### src/source/fm_defs.svh
/*
 * Sizes, data width and register address map of the FM register block
 */
`ifndef FM_DEFS_SVH
`define FM_DEFS_SVH

// Time-division frame
`define FM_SLOTS 32
`define FM_CHANNELS 8
`define FM_OPS 4

// CPU bus byte width
`define FM_DATA_W 8

// Register map
`define FM_ADDR_KEYON 8'h08
`define FM_ADDR_CH_BASE 8'h20 // Groups at 0x20, 0x28, 0x30, 0x38
`define FM_ADDR_OP_BASE 8'h40 // Groups every 0x20 up to 0xE0

`endif

### src/source/fm_reg_pkg.sv
/*
 * Register-side types: field select, decoded data byte, operator and channel records
 */
package fm_reg_pkg;

	typedef enum logic [3:0] {
		fld_none, fld_keyon,
		fld_rl_fb_con, fld_kc, fld_kf, fld_pms_ams,
		fld_dt1_mul, fld_tl, fld_ks_ar, fld_amsen_d1r, fld_dt2_d2r, fld_d1l_rr
	} fm_field_e;

	typedef struct packed {
		logic [1:0] rl;
		logic [2:0] fb;
		logic [2:0] con;
	} fm_rl_fb_con_t;

	typedef struct packed {
		logic       pad;
		logic [2:0] dt1;
		logic [3:0] mul;
	} fm_dt1_mul_t;

	typedef struct packed {
		logic [1:0] ks;
		logic       pad;
		logic [4:0] ar;
	} fm_ks_ar_t;

	typedef struct packed {
		logic [3:0] d1l;
		logic [3:0] rr;
	} fm_d1l_rr_t;

	// Mask bit n keys operator position n
	typedef struct packed {
		logic       pad;
		logic [3:0] mask;
		logic [2:0] ch;
	} fm_keyon_t;

	typedef union packed {
		logic [7:0]    raw;
		fm_rl_fb_con_t rl_fb_con;
		fm_dt1_mul_t   dt1_mul;
		fm_ks_ar_t     ks_ar;
		fm_d1l_rr_t    d1l_rr;
		fm_keyon_t     keyon;
	} fm_data_u;

	typedef struct packed {
		logic [2:0] dt1;
		logic [3:0] mul;
		logic [6:0] tl;
		logic [1:0] ks;
		logic [4:0] ar;
		logic       amsen;
		logic [4:0] d1r;
		logic [1:0] dt2;
		logic [4:0] d2r;
		logic [3:0] d1l;
		logic [3:0] rr;
	} fm_op_rec_t; // 42 bits

	typedef struct packed {
		logic [1:0] rl;
		logic [2:0] fb;
		logic [2:0] con;
		logic [6:0] kc;
		logic [5:0] kf;
		logic [2:0] pms;
		logic [1:0] ams;
	} fm_ch_rec_t; // 26 bits

endpackage

### src/source/fm_slot_pkg.sv
/*
 * Time-division types: slot, operator position, channel and algorithm flags
 */
package fm_slot_pkg;

	typedef logic [2:0] fm_ch_t;

	// Order in which operators of a channel are visited
	typedef enum logic [1:0] {
		op_m1,
		op_m2,
		op_c1,
		op_c2
	} fm_opsel_t;

	typedef struct packed {
		fm_opsel_t op;
		fm_ch_t    ch;
	} fm_slot_t;

	// Modulation sources for the operator being computed
	typedef struct packed {
		logic use_prevprev1;
		logic use_internal_x;
		logic use_internal_y;
		logic use_prev2;
		logic use_prev1;
	} fm_alg_flags_t;

endpackage

### src/source/fm_upd_if.sv
/*
 * Update command channel from the bus decoder to the register engine
 */
`timescale 1ns/1ps

interface fm_upd_if
	import fm_reg_pkg::*, fm_slot_pkg::*;
();
	fm_data_u  data;
	fm_field_e field;
	fm_slot_t  target;
	logic      start; // One cycle, payload stable
	logic      busy;  // High from the cycle after start until commit

	modport decode (
		output data, field, target, start,
		input  busy
	);

	modport engine (
		input  data, field, target, start,
		output busy
	);
endinterface

### src/source/fm_bus_decode.sv
/*
 * CPU req/ack slave, address decode into field-update commands
 */
`timescale 1ns/1ps
`include "fm_defs.svh"

module fm_bus_decode
	import fm_reg_pkg::*, fm_slot_pkg::*;
(
	input  logic                  clk,
	input  logic                  rst,
	input  logic                  req,
	input  logic [`FM_DATA_W-1:0] addr,
	input  logic [`FM_DATA_W-1:0] wdata,
	output logic                  ack,
	fm_upd_if.decode              upd
);
	typedef enum logic [1:0] {
		st_idle,
		st_issue,
		st_wait_busy,
		st_ack_high
	} state_t;

	state_t    state;
	fm_field_e fld;
	fm_data_u  wd;
	fm_slot_t  tgt;

	assign wd = wdata;

	always_comb begin
		fld = fld_none;
		if (addr == `FM_ADDR_KEYON) begin
			fld = fld_keyon;
		end else if ((addr & 8'he0) == `FM_ADDR_CH_BASE) begin
			case (addr[4:3])
				2'd0: fld = fld_rl_fb_con;
				2'd1: fld = fld_kc;
				2'd2: fld = fld_kf;
				default: fld = fld_pms_ams;
			endcase
		end else if (addr >= `FM_ADDR_OP_BASE) begin
			case (addr[7:5])
				3'd2: fld = fld_dt1_mul;
				3'd3: fld = fld_tl;
				3'd4: fld = fld_ks_ar;
				3'd5: fld = fld_amsen_d1r;
				3'd6: fld = fld_dt2_d2r;
				3'd7: fld = fld_d1l_rr;
				default: fld = fld_none;
			endcase
		end
	end

	// Key-on names its channel in the data byte
	always_comb begin
		if (fld == fld_keyon) begin
			tgt = '{op: op_m1, ch: wd.keyon.ch};
		end else begin
			tgt = '{op: fm_opsel_t'(addr[4:3]), ch: addr[2:0]};
		end
	end

	always_ff @(posedge clk) begin
		if (rst) begin
			state     <= st_idle;
			ack       <= 1'b0;
			upd.start <= 1'b0;
		end else begin
			upd.start <= 1'b0;
			case (state)
				st_idle: begin
					if (req && fld == fld_none) begin // Unmapped, ack straight away
						ack   <= 1'b1;
						state <= st_ack_high;
					end else if (req && !upd.busy) begin
						upd.start <= 1'b1;
						state     <= st_issue;
					end
				end
				st_issue: state <= st_wait_busy; // Engine raises busy now
				st_wait_busy: begin
					if (!upd.busy) begin
						ack   <= 1'b1;
						state <= st_ack_high;
					end
				end
				default: begin
					if (!req) begin
						ack   <= 1'b0;
						state <= st_idle;
					end
				end
			endcase
		end
	end

	// Command payload, frozen once the FSM leaves idle
	always_ff @(posedge clk) begin
		if (state == st_idle && req) begin
			upd.data   <= wd;
			upd.field  <= fld;
			upd.target <= tgt;
		end
	end

endmodule

### src/source/fm_reg.sv
/*
 * Slot counter, operator and channel parameter memories,
 * read-modify-write commit of field updates and reset clear sweep
 */
`timescale 1ns/1ps
`include "fm_defs.svh"

module fm_reg
	import fm_reg_pkg::*, fm_slot_pkg::*;
(
	input  logic       clk,
	input  logic       rst,
	fm_upd_if.engine   upd,
	output fm_slot_t   slot,
	output fm_op_rec_t op_rec,
	output fm_ch_rec_t ch_rec,
	output logic [2:0] con,
	output logic       kon_wr,
	output logic [3:0] kon_mask,
	output fm_ch_t     kon_ch
);
	logic [4:0] cnt;
	fm_slot_t   cur;
	logic       sweep;
	logic       pend;

	fm_op_rec_t op_mem [`FM_SLOTS];
	fm_ch_rec_t ch_mem [`FM_CHANNELS];

	fm_op_rec_t op_old;
	fm_op_rec_t op_new;
	fm_ch_rec_t ch_old;
	fm_ch_rec_t ch_new;
	fm_data_u   d;

	logic is_op, is_ch, is_kon;
	logic op_commit, ch_commit, kon_commit, commit;

	assign cur    = cnt;
	assign d      = upd.data;
	assign op_old = op_mem[cnt];
	assign ch_old = ch_mem[cur.ch];

	assign is_kon = upd.field == fld_keyon;
	assign is_ch  = upd.field inside {fld_rl_fb_con, fld_kc, fld_kf, fld_pms_ams};
	assign is_op  = upd.field inside {fld_dt1_mul, fld_tl, fld_ks_ar,
		fld_amsen_d1r, fld_dt2_d2r, fld_d1l_rr};

	// Operator writes wait for the exact slot, the rest for the channel
	assign op_commit  = pend && is_op && upd.target == cur;
	assign ch_commit  = pend && is_ch && upd.target.ch == cur.ch;
	assign kon_commit = pend && is_kon && upd.target.ch == cur.ch;
	assign commit     = op_commit || ch_commit || kon_commit;

	assign upd.busy = pend | sweep;
	assign con      = ch_rec.con;

	always_comb begin
		op_new = op_old; // Untouched fields keep their value
		case (upd.field)
			fld_dt1_mul: begin
				op_new.dt1 = d.dt1_mul.dt1;
				op_new.mul = d.dt1_mul.mul;
			end
			fld_tl: op_new.tl = d.raw[6:0];
			fld_ks_ar: begin
				op_new.ks = d.ks_ar.ks;
				op_new.ar = d.ks_ar.ar;
			end
			fld_amsen_d1r: begin
				op_new.amsen = d.raw[7];
				op_new.d1r   = d.raw[4:0];
			end
			fld_dt2_d2r: begin
				op_new.dt2 = d.raw[7:6];
				op_new.d2r = d.raw[4:0];
			end
			fld_d1l_rr: begin
				op_new.d1l = d.d1l_rr.d1l;
				op_new.rr  = d.d1l_rr.rr;
			end
			default: ;
		endcase
	end

	always_comb begin
		ch_new = ch_old;
		case (upd.field)
			fld_rl_fb_con: begin
				ch_new.rl  = d.rl_fb_con.rl;
				ch_new.fb  = d.rl_fb_con.fb;
				ch_new.con = d.rl_fb_con.con;
			end
			fld_kc: ch_new.kc = d.raw[6:0];
			fld_kf: ch_new.kf = d.raw[7:2];
			fld_pms_ams: begin
				ch_new.pms = d.raw[6:4];
				ch_new.ams = d.raw[1:0];
			end
			default: ;
		endcase
	end

	always_ff @(posedge clk) begin
		if (rst) begin
			cnt    <= '0;
			slot   <= '0;
			sweep  <= 1'b1;
			pend   <= 1'b0;
			kon_wr <= 1'b0;
		end else begin
			cnt    <= cnt + 5'd1;
			slot   <= cur;
			kon_wr <= kon_commit; // Lands with busy falling
			if (sweep && cnt == 5'(`FM_SLOTS - 1))
				sweep <= 1'b0;
			if (upd.start)
				pend <= 1'b1;
			else if (commit)
				pend <= 1'b0;
		end
	end

	// Output registers read the value held before a same-cycle commit
	always_ff @(posedge clk) begin
		if (sweep) begin
			op_mem[cnt]    <= '0;
			ch_mem[cur.ch] <= '0;
		end else begin
			if (op_commit)
				op_mem[cnt] <= op_new;
			if (ch_commit)
				ch_mem[cur.ch] <= ch_new;
		end
		op_rec   <= sweep ? '0 : op_old;
		ch_rec   <= sweep ? '0 : ch_old;
		kon_mask <= d.keyon.mask;
		kon_ch   <= d.keyon.ch;
	end

endmodule

### src/source/fm_kon.sv
/*
 * Key-on bit per slot, written a channel at a time
 */
`timescale 1ns/1ps
`include "fm_defs.svh"

module fm_kon
	import fm_slot_pkg::*;
(
	input  logic       clk,
	input  logic       rst,
	input  fm_slot_t   slot,
	input  logic       kon_wr,
	input  logic [3:0] kon_mask,
	input  fm_ch_t     kon_ch,
	output logic       keyon
);
	logic [`FM_SLOTS-1:0] kon_bits; // Indexed like the slot, op above channel

	always_ff @(posedge clk) begin
		if (rst) begin
			kon_bits <= '0;
		end else if (kon_wr) begin
			// All four operators of the channel, set or cleared together
			for (int i = 0; i < `FM_OPS; i++) begin
				kon_bits[i * `FM_CHANNELS + kon_ch] <= kon_mask[i];
			end
		end
	end

	assign keyon = kon_bits[slot]; // Same slot as the other outputs

endmodule

### src/source/fm_alg.sv
/*
 * OPM connection decoder: modulation sources per operator position
 */
`timescale 1ns/1ps

module fm_alg
	import fm_slot_pkg::*;
(
	input  logic [2:0]    con,
	input  fm_opsel_t     opsel,
	output fm_alg_flags_t flags
);
	logic [7:0] hot; // One-hot algorithm number

	assign hot = 8'd1 << con;

	always_comb begin
		flags = '0;
		case (opsel)
			op_m1: begin
				// Self feedback from its last two outputs
				flags.use_prevprev1 = 1'b1;
				flags.use_prev1     = 1'b1;
			end
			op_m2: begin
				flags.use_prevprev1 = hot[5];       // M1 drives all three carriers
				flags.use_prev2     = |hot[2:0];
				flags.use_prev1     = hot[1];
			end
			op_c1: flags.use_prev1 = |{hot[6:3], hot[0]};
			op_c2: begin
				flags.use_internal_x = hot[2];
				flags.use_internal_y = |{hot[4:3], hot[1:0]};
				flags.use_prev2      = hot[3];
				flags.use_prev1      = hot[5] | hot[2];
			end
			default: ;
		endcase
	end

endmodule

### src/source/fm_regs_top.sv
/*
 * Register block top: bus decoder, register engine, key-on store, algorithm decoder
 */
`timescale 1ns/1ps
`include "fm_defs.svh"

module fm_regs_top
	import fm_reg_pkg::*, fm_slot_pkg::*;
(
	input  logic                  clk,
	input  logic                  rst,
	input  logic                  req,
	input  logic [`FM_DATA_W-1:0] addr,
	input  logic [`FM_DATA_W-1:0] wdata,
	output logic                  ack,
	output logic [4:0]            slot,
	output logic [2:0]            dt1,
	output logic [3:0]            mul,
	output logic [6:0]            tl,
	output logic [1:0]            ks,
	output logic [4:0]            ar,
	output logic                  amsen,
	output logic [4:0]            d1r,
	output logic [1:0]            dt2,
	output logic [4:0]            d2r,
	output logic [3:0]            d1l,
	output logic [3:0]            rr,
	output logic [1:0]            rl,
	output logic [2:0]            fb,
	output logic [2:0]            con,
	output logic [6:0]            kc,
	output logic [5:0]            kf,
	output logic [2:0]            pms,
	output logic [1:0]            ams,
	output logic                  keyon,
	output logic                  use_prevprev1,
	output logic                  use_internal_x,
	output logic                  use_internal_y,
	output logic                  use_prev2,
	output logic                  use_prev1
);
	fm_upd_if upd ();

	fm_slot_t      slot_w;
	fm_op_rec_t    op_rec;
	fm_ch_rec_t    ch_rec;
	logic          kon_wr;
	logic [3:0]    kon_mask;
	fm_ch_t        kon_ch;
	fm_alg_flags_t flags;

	fm_bus_decode u_decode (
		.clk   (clk),
		.rst   (rst),
		.req   (req),
		.addr  (addr),
		.wdata (wdata),
		.ack   (ack),
		.upd   (upd)
	);

	fm_reg u_reg (
		.clk      (clk),
		.rst      (rst),
		.upd      (upd),
		.slot     (slot_w),
		.op_rec   (op_rec),
		.ch_rec   (ch_rec),
		.con      (con),
		.kon_wr   (kon_wr),
		.kon_mask (kon_mask),
		.kon_ch   (kon_ch)
	);

	fm_kon u_kon (
		.clk      (clk),
		.rst      (rst),
		.slot     (slot_w),
		.kon_wr   (kon_wr),
		.kon_mask (kon_mask),
		.kon_ch   (kon_ch),
		.keyon    (keyon)
	);

	fm_alg u_alg (
		.con   (con),
		.opsel (slot_w.op),
		.flags (flags)
	);

	assign slot  = slot_w;

	assign dt1   = op_rec.dt1;
	assign mul   = op_rec.mul;
	assign tl    = op_rec.tl;
	assign ks    = op_rec.ks;
	assign ar    = op_rec.ar;
	assign amsen = op_rec.amsen;
	assign d1r   = op_rec.d1r;
	assign dt2   = op_rec.dt2;
	assign d2r   = op_rec.d2r;
	assign d1l   = op_rec.d1l;
	assign rr    = op_rec.rr;

	assign rl    = ch_rec.rl; // CON comes out of the engine directly
	assign fb    = ch_rec.fb;
	assign kc    = ch_rec.kc;
	assign kf    = ch_rec.kf;
	assign pms   = ch_rec.pms;
	assign ams   = ch_rec.ams;

	assign use_prevprev1  = flags.use_prevprev1;
	assign use_internal_x = flags.use_internal_x;
	assign use_internal_y = flags.use_internal_y;
	assign use_prev2      = flags.use_prev2;
	assign use_prev1      = flags.use_prev1;

endmodule

### config.mk
export PLATFORM = sky130hd
export DESIGN_NAME = fm_regs_top
export DESIGN_NICKNAME = d
export VERILOG_FILES = /design/src/source/fm_reg_pkg.sv /design/src/source/fm_slot_pkg.sv /design/src/source/fm_upd_if.sv /design/src/source/fm_bus_decode.sv /design/src/source/fm_reg.sv /design/src/source/fm_kon.sv /design/src/source/fm_alg.sv /design/src/source/fm_regs_top.sv
export VERILOG_INCLUDE_DIRS = /design/src /design/src/source
export SDC_FILE = /design/constraint.sdc
export NUM_CORES = 2
export LEC_CHECK = 0
export CORE_MARGIN = 4
export CORE_UTILIZATION = 50
export DETAILED_ROUTE_END_ITERATION = 10
export DONT_BUFFER_PORTS = 1
export GPL_TIMING_DRIVEN = 1
export SLEW_MARGIN = 0
export SYNTH_ARGS = -nofsm -noshare
export SYNTH_HDL_FRONTEND = slang
export SYNTH_SLANG_ARGS = --single-unit
### constraint.sdc
create_clock -name clk -period 11.2 [get_ports clk]
set_input_delay 0 -clock clk [delete_from_list [all_inputs] [get_ports clk]]
set_output_delay 0 -clock clk [all_outputs]
set_load 0.02 [all_outputs]
---- Word-level counts from Yosys, hierarchy flattened ----
Memories as Yosys holds them, arrays and structs flattened. A register that Yosys moved wholly into a read port is not among the register bits.
Index checks and enable logic that the tools add are counted.
cells by class
  shifts and indexed selects .............. 1
  bitwise gates (word level) .............. 6
  magnitude comparators ................... 10
  add/subtract/negate cells ............... 4
  mux-type cells .......................... 58
  equality and inequality tests ........... 35
  reductions and logical operators ........ 30
operators by type and width
  operator             count
  $bwmux 32            4
  $ge 32x1->1 const B  3
  $lt 32x6->1 const B  3
  $mux 42              1
  $mux 7               5
  $mux 26              1
  $pmux 4 s6           1
  $mux 1               19
  $eq 4x3->1 const B   4
  $eq 4x4->1 const B   4
  $mux 8               2
  $demux 1 s5          3
  $logic_and 1x1->1    14
  $add 5x3->6 const A  2
  $eq 3x3->1 const B   4
  $mux 4               3
  $mux 6               2
  $mux 2               5
  $mux 5               2
  $pmux 3 s3           1
  $eq 2x2->1 const B   4
  $eq 4x1->1 const B   2
  $eq 4x2->1 const B   2
  $eq 8x4->1 const B   1
  38 further kinds     52
word-level totals
  memories kept ........................... 2
  register bits after elaboration ......... 141
  memory bits (writable) .................. 1552
  bits of input ports ..................... 19
memory list
  name          words  width  read ports  clocked after Yosys merged registers in  write ports  RTL line      text
  u_reg.op_mem  32     42     1           1                                        1            fm_reg.sv:27  fm_op_rec_t op_mem [`FM_SLOTS];
  u_reg.ch_mem  8      26     1           1                                        1            fm_reg.sv:28  fm_ch_rec_t ch_mem [`FM_CHANNELS];

---- Longest topological paths before layout ----
  depth after elaboration ................. 9
  mapped depth ............................ 12
  depth with buffers taken out ............ 7

---- Cells and area by module ----
From an unflattened synthesis, not the netlist that was laid out.
second synthesis, totals
  cells, all modules ...................... 4062
  area total of the unflattened synthesis .. 66839.1 µm²
by module, submodules not included
  module         sequential area each (µm²)  instances  area each (µm²)  cells an instance
  fm_reg         48366.4                     1          64246.6          3816
  fm_kon         640.6                       1          1561.5           157
  fm_bus_decode  590.6                       1          892.1            69
  fm_alg         0.0                         1          138.9            20

---- Worst setup path before layout ----
No wires, ideal clock.
  kind .................................... register to register
  start ................................... reg u_reg.cnt[0]
  end ..................................... mem u_reg.op_mem[0][0] (netlist bit), enable pin
  stages on the path, launching flop included .. 11
  path slack .............................. 6.087 ns
  arrival time ............................ 4.619 ns
  library setup time ...................... 0.494 ns
  data required time ...................... 10.706 ns
  cells stage by stage .................... dfxtp_1 -> buf_6 -> buf_6 -> buf_6 -> inv_2 -> buf_2 -> buf_2 -> buf_4 -> ha_1 -> nand2_1 -> nor3_1
on the way
  longest elaborated chain between the ends .. 6
ends and longest elaborated chain
  element                       RTL line       text
  start, declared               fm_reg.sv:22   logic [4:0] cnt;
  start signal, assigned        fm_reg.sv:112  cnt <= cnt + 5'd1;
  $eq 5x5->1                    fm_reg.sv:50   assign op_commit = pend && is_op && upd.target == cur;
  $logic_and 1x1->1             fm_reg.sv:50
  $mux 1                        fm_reg.sv:130  if (op_commit)
  $mux 1                        fm_reg.sv:126  if (sweep) begin
  $mux 1 (implied by the code)  fm_reg.sv:131  op_mem[cnt] <= op_new;
  $or 1x1->1 (no source line)   --
  end, declared                 fm_reg.sv:27
Parallel ways exist; a longest one is shown, timed or not.

---- Worst setup path in the final report ----
  start ................................... reg u_reg.cnt[0]
  end ..................................... mem u_reg.op_mem[7][2] (netlist bit), enable pin
Same word-level chain as after synthesis.

==> results.ini <==
[status]
status = completed

[logic_synthesis]
yosysWarnings = 0
synth.top_cell.area_share_pct = 71.5
syn_area_sq_mm = 0.0659
synth-edff-count = 1569
synth_nets = 3779
synth_area_per_cell_sq_um = 17.6
synth_area_leader_cell = edfxtp_1
synth_seq_cells = 1693
synthDistinctLibCells = 87
ys_seq_area_share_pct = 75.3
async_flop_share_pct = 0
synth_ff_type = edfxtp_1
ys_top_cells_by_area = edfxtp_1, mux4_2, dfxtp_1
netlist_instances = 3751

[drt]
drc = 0
vias = 38100
first_pass_iters = 6
wire_per_inst_microns = 35.9
wl_mm = 206
drt-initial-drc-count = 4874
avgViaCountPerCell = 6.65
ant_nets = 0

[power]
powerDensity_mw_per_mm2 = 184
p_leak_nw = 24.4
total_power_w = 0.0137
peakVddDrop_v = 0.000123

[finish]
drive_gt1_share_pct = 18.7
multiInputGateArea_sq_mm = 0.0151
nets = 3864
areaGrowthSynthToFinish_pct = 12.4
final_cell_mix = edfxtp_1, mux2i_1, nor2_1
final_common_cell = edfxtp_1
n_fill_cell = 9986
register_area_sq_mm = 0.0496

[run]
cap_viol_max_count = 0

[sta]
max_freq_mhz = 180
skew_ns = 0.0340
setup_viol = 0
max_slew_margin_pct = 15.9
fin_crit_ns = 5.55
finalMaxSlewViolations = 0
finalSetupTns_ns = 0
finalCritPeriodShare_pct = 49.6
rsz0062_at_grt = false
hold_violations = 0
worst_slew_pin_slew_ns = 1.26

[min_path]
hp-class = in2reg
hold_start = addr[5]

[cts]
cts_made_buffers = 171
clkLatencyLatePin_ns = 0.82
clk_pin_slew_worst_paths_ns = 0.06
cts_tree = done
clock-sinks = 1693
clock_path_buffers = 3
cts-root-buf = clkbuf_16
cts.htree.levels = 4

[critical_path]
worstSetupPathType = reg2reg
crit_fanout = 45
reg2reg_from = u_reg.cnt[0]$_SDFF_PP0_
critPathBufInv = 2
worst_path_largest_cell_delay_ns = 0.96
path_delay_family = simple AND/OR/NAND/NOR gates
startpoint_type = register
endpoint_kind = register
cp_cell_sequence = buf_4 -> xor2_1 -> nor2_1 -> nand3_1 -> o21ai_0 -> nand2_1 -> nor2_4 -> buf_4
crit_start = u_reg.cnt[0]$_SDFF_PP0_
cp.arrival_ns = 5.98
crit_top_cell = buf_4
critPathRequiredTime_ns = 11.63
slowest_stage = nor2_4

[global_routing]
antenna_found_initial = 9
grt_pass1_wl_mm = 287
grt_use_total_pct = 29.8
grt_pass1_vias = 36600
grt_overflow_total = 0
grt_max_degree = 132

[place]
place_hpwl_mm = 107
gp_congestion = 0.801
port_buffers = 0

[floorplanning]
design.die.area_sq_mm = 0.138
fp.dieW_microns = 371
row_count = 132
io_pins = 99
start_util_pct = 50.6
die_height_microns = 371
core_sq_mm = 0.130

## where the power goes
part	leakage (nW)	switching (W)	internal, W
sequential	16.1	0.0000648	0.00693
combinational	5.50	0.000653	0.000301
clock	2.75	0.00241	0.00329
## synthesized netlist by cell type, types with 11 or more instances
cell type     n
nand2_1     112
clkbuf_1     91
mux2_2      108
nor2b_1      15
buf_6        32
mux2i_1     221
nor3_1       25
dfxtp_1     124
nand3_1      28
a21oi_1     114
o21ai_0     104
o22a_1       15
a22o_1       29
a31oi_1      26
a221o_1      41
nor2_1      218
a211oi_1     39
a221oi_1    128
o2bb2ai_1    19
a22oi_1     107
and3_1       11
nand2b_1     20
o22ai_1      33
a21o_1       12
buf_4        41
and2_1       19
edfxtp_1   1569
mux4_2      119
o221ai_1     21
buf_2        93
## through the flow
stage	setup slack, ns	instances	cell area, sq um	hold WS, ns	utilization, %
2_1_floorplan	6.09	3751	65900	0.0989	-
3_3_place_gp	5.78	5363	68100	0.0699	52.3
3_5_place_dp	5.69	5363	68100	0.0716	52.3
4_1_cts	5.72	5727	74100	0.000414	56.9
5_1_grt	5.28	5727	74100	0.0588	56.9
6_report	5.65	5730	74100	0.103	56.9
## flip-flops by register name (all words and copies together) (netlist names), 8 cells and up
signal,count
u_decode.upd.data,8
u_reg.op_mem,1344
u_reg.ch_rec,23
u_kon.kon_bits,32
u_reg.op_rec,42
u_reg.ch_mem,208
## repair_timing
item | CTS | global route
buffers inserted | 0 | 0
gates resized for setup | 0 | 0
hold endpoints to repair | 83 | 0
hold buffers | 42 | 0
## worst paths after layout
check | slack (ns) | endpoint | cells after the start
worst min-delay path | 0.10 | u_decode.upd.field[0]$_DFFE_PP_ | 2
worst max register to register | 5.65 | u_reg.op_mem[7][2]$_DFFE_PP_ | 8
worst max-delay path | 5.65 | u_reg.op_mem[7][2]$_DFFE_PP_ | 8
worst min register to register | 0.46 | u_reg.pend$_SDFFE_PP0P_ | 2
## area by class of cell
cell class                      instances  share of cell area [%]
Timing Repair Buffer                  182                    2.08
Sequential cell                      1693                    67.0
Antenna cell                            3                  0.0101
Inverter                               10                  0.0642
Clock inverter                         99                    1.15
Clock buffer                          223                    6.38
Multi-Input combinational cell       1778                    20.4
Tap cell                             1742                    2.94
## cell families after synthesis
family / count (synthesis) / synth area share [%]
DFF: 1693 / 75.3
AOI/OAI and AO/OA: 788 / 8.85
and+or+nand+nor: 514 / 3.72
muxes: 458 / 9.45
buffers and inverters: 280 / 2.45
xor gates and xnor gates: 9 / 0.120
adders and majority gates: 9 / 0.171
## routing by layer
metal	part of all wire [%]	global-route usage [%]
met1	39	40.8
met2	47	47.2
met3	10	7.04
met4	3.7	10.5
met5	0.0063	0
(Power assumes the default switching activity.)
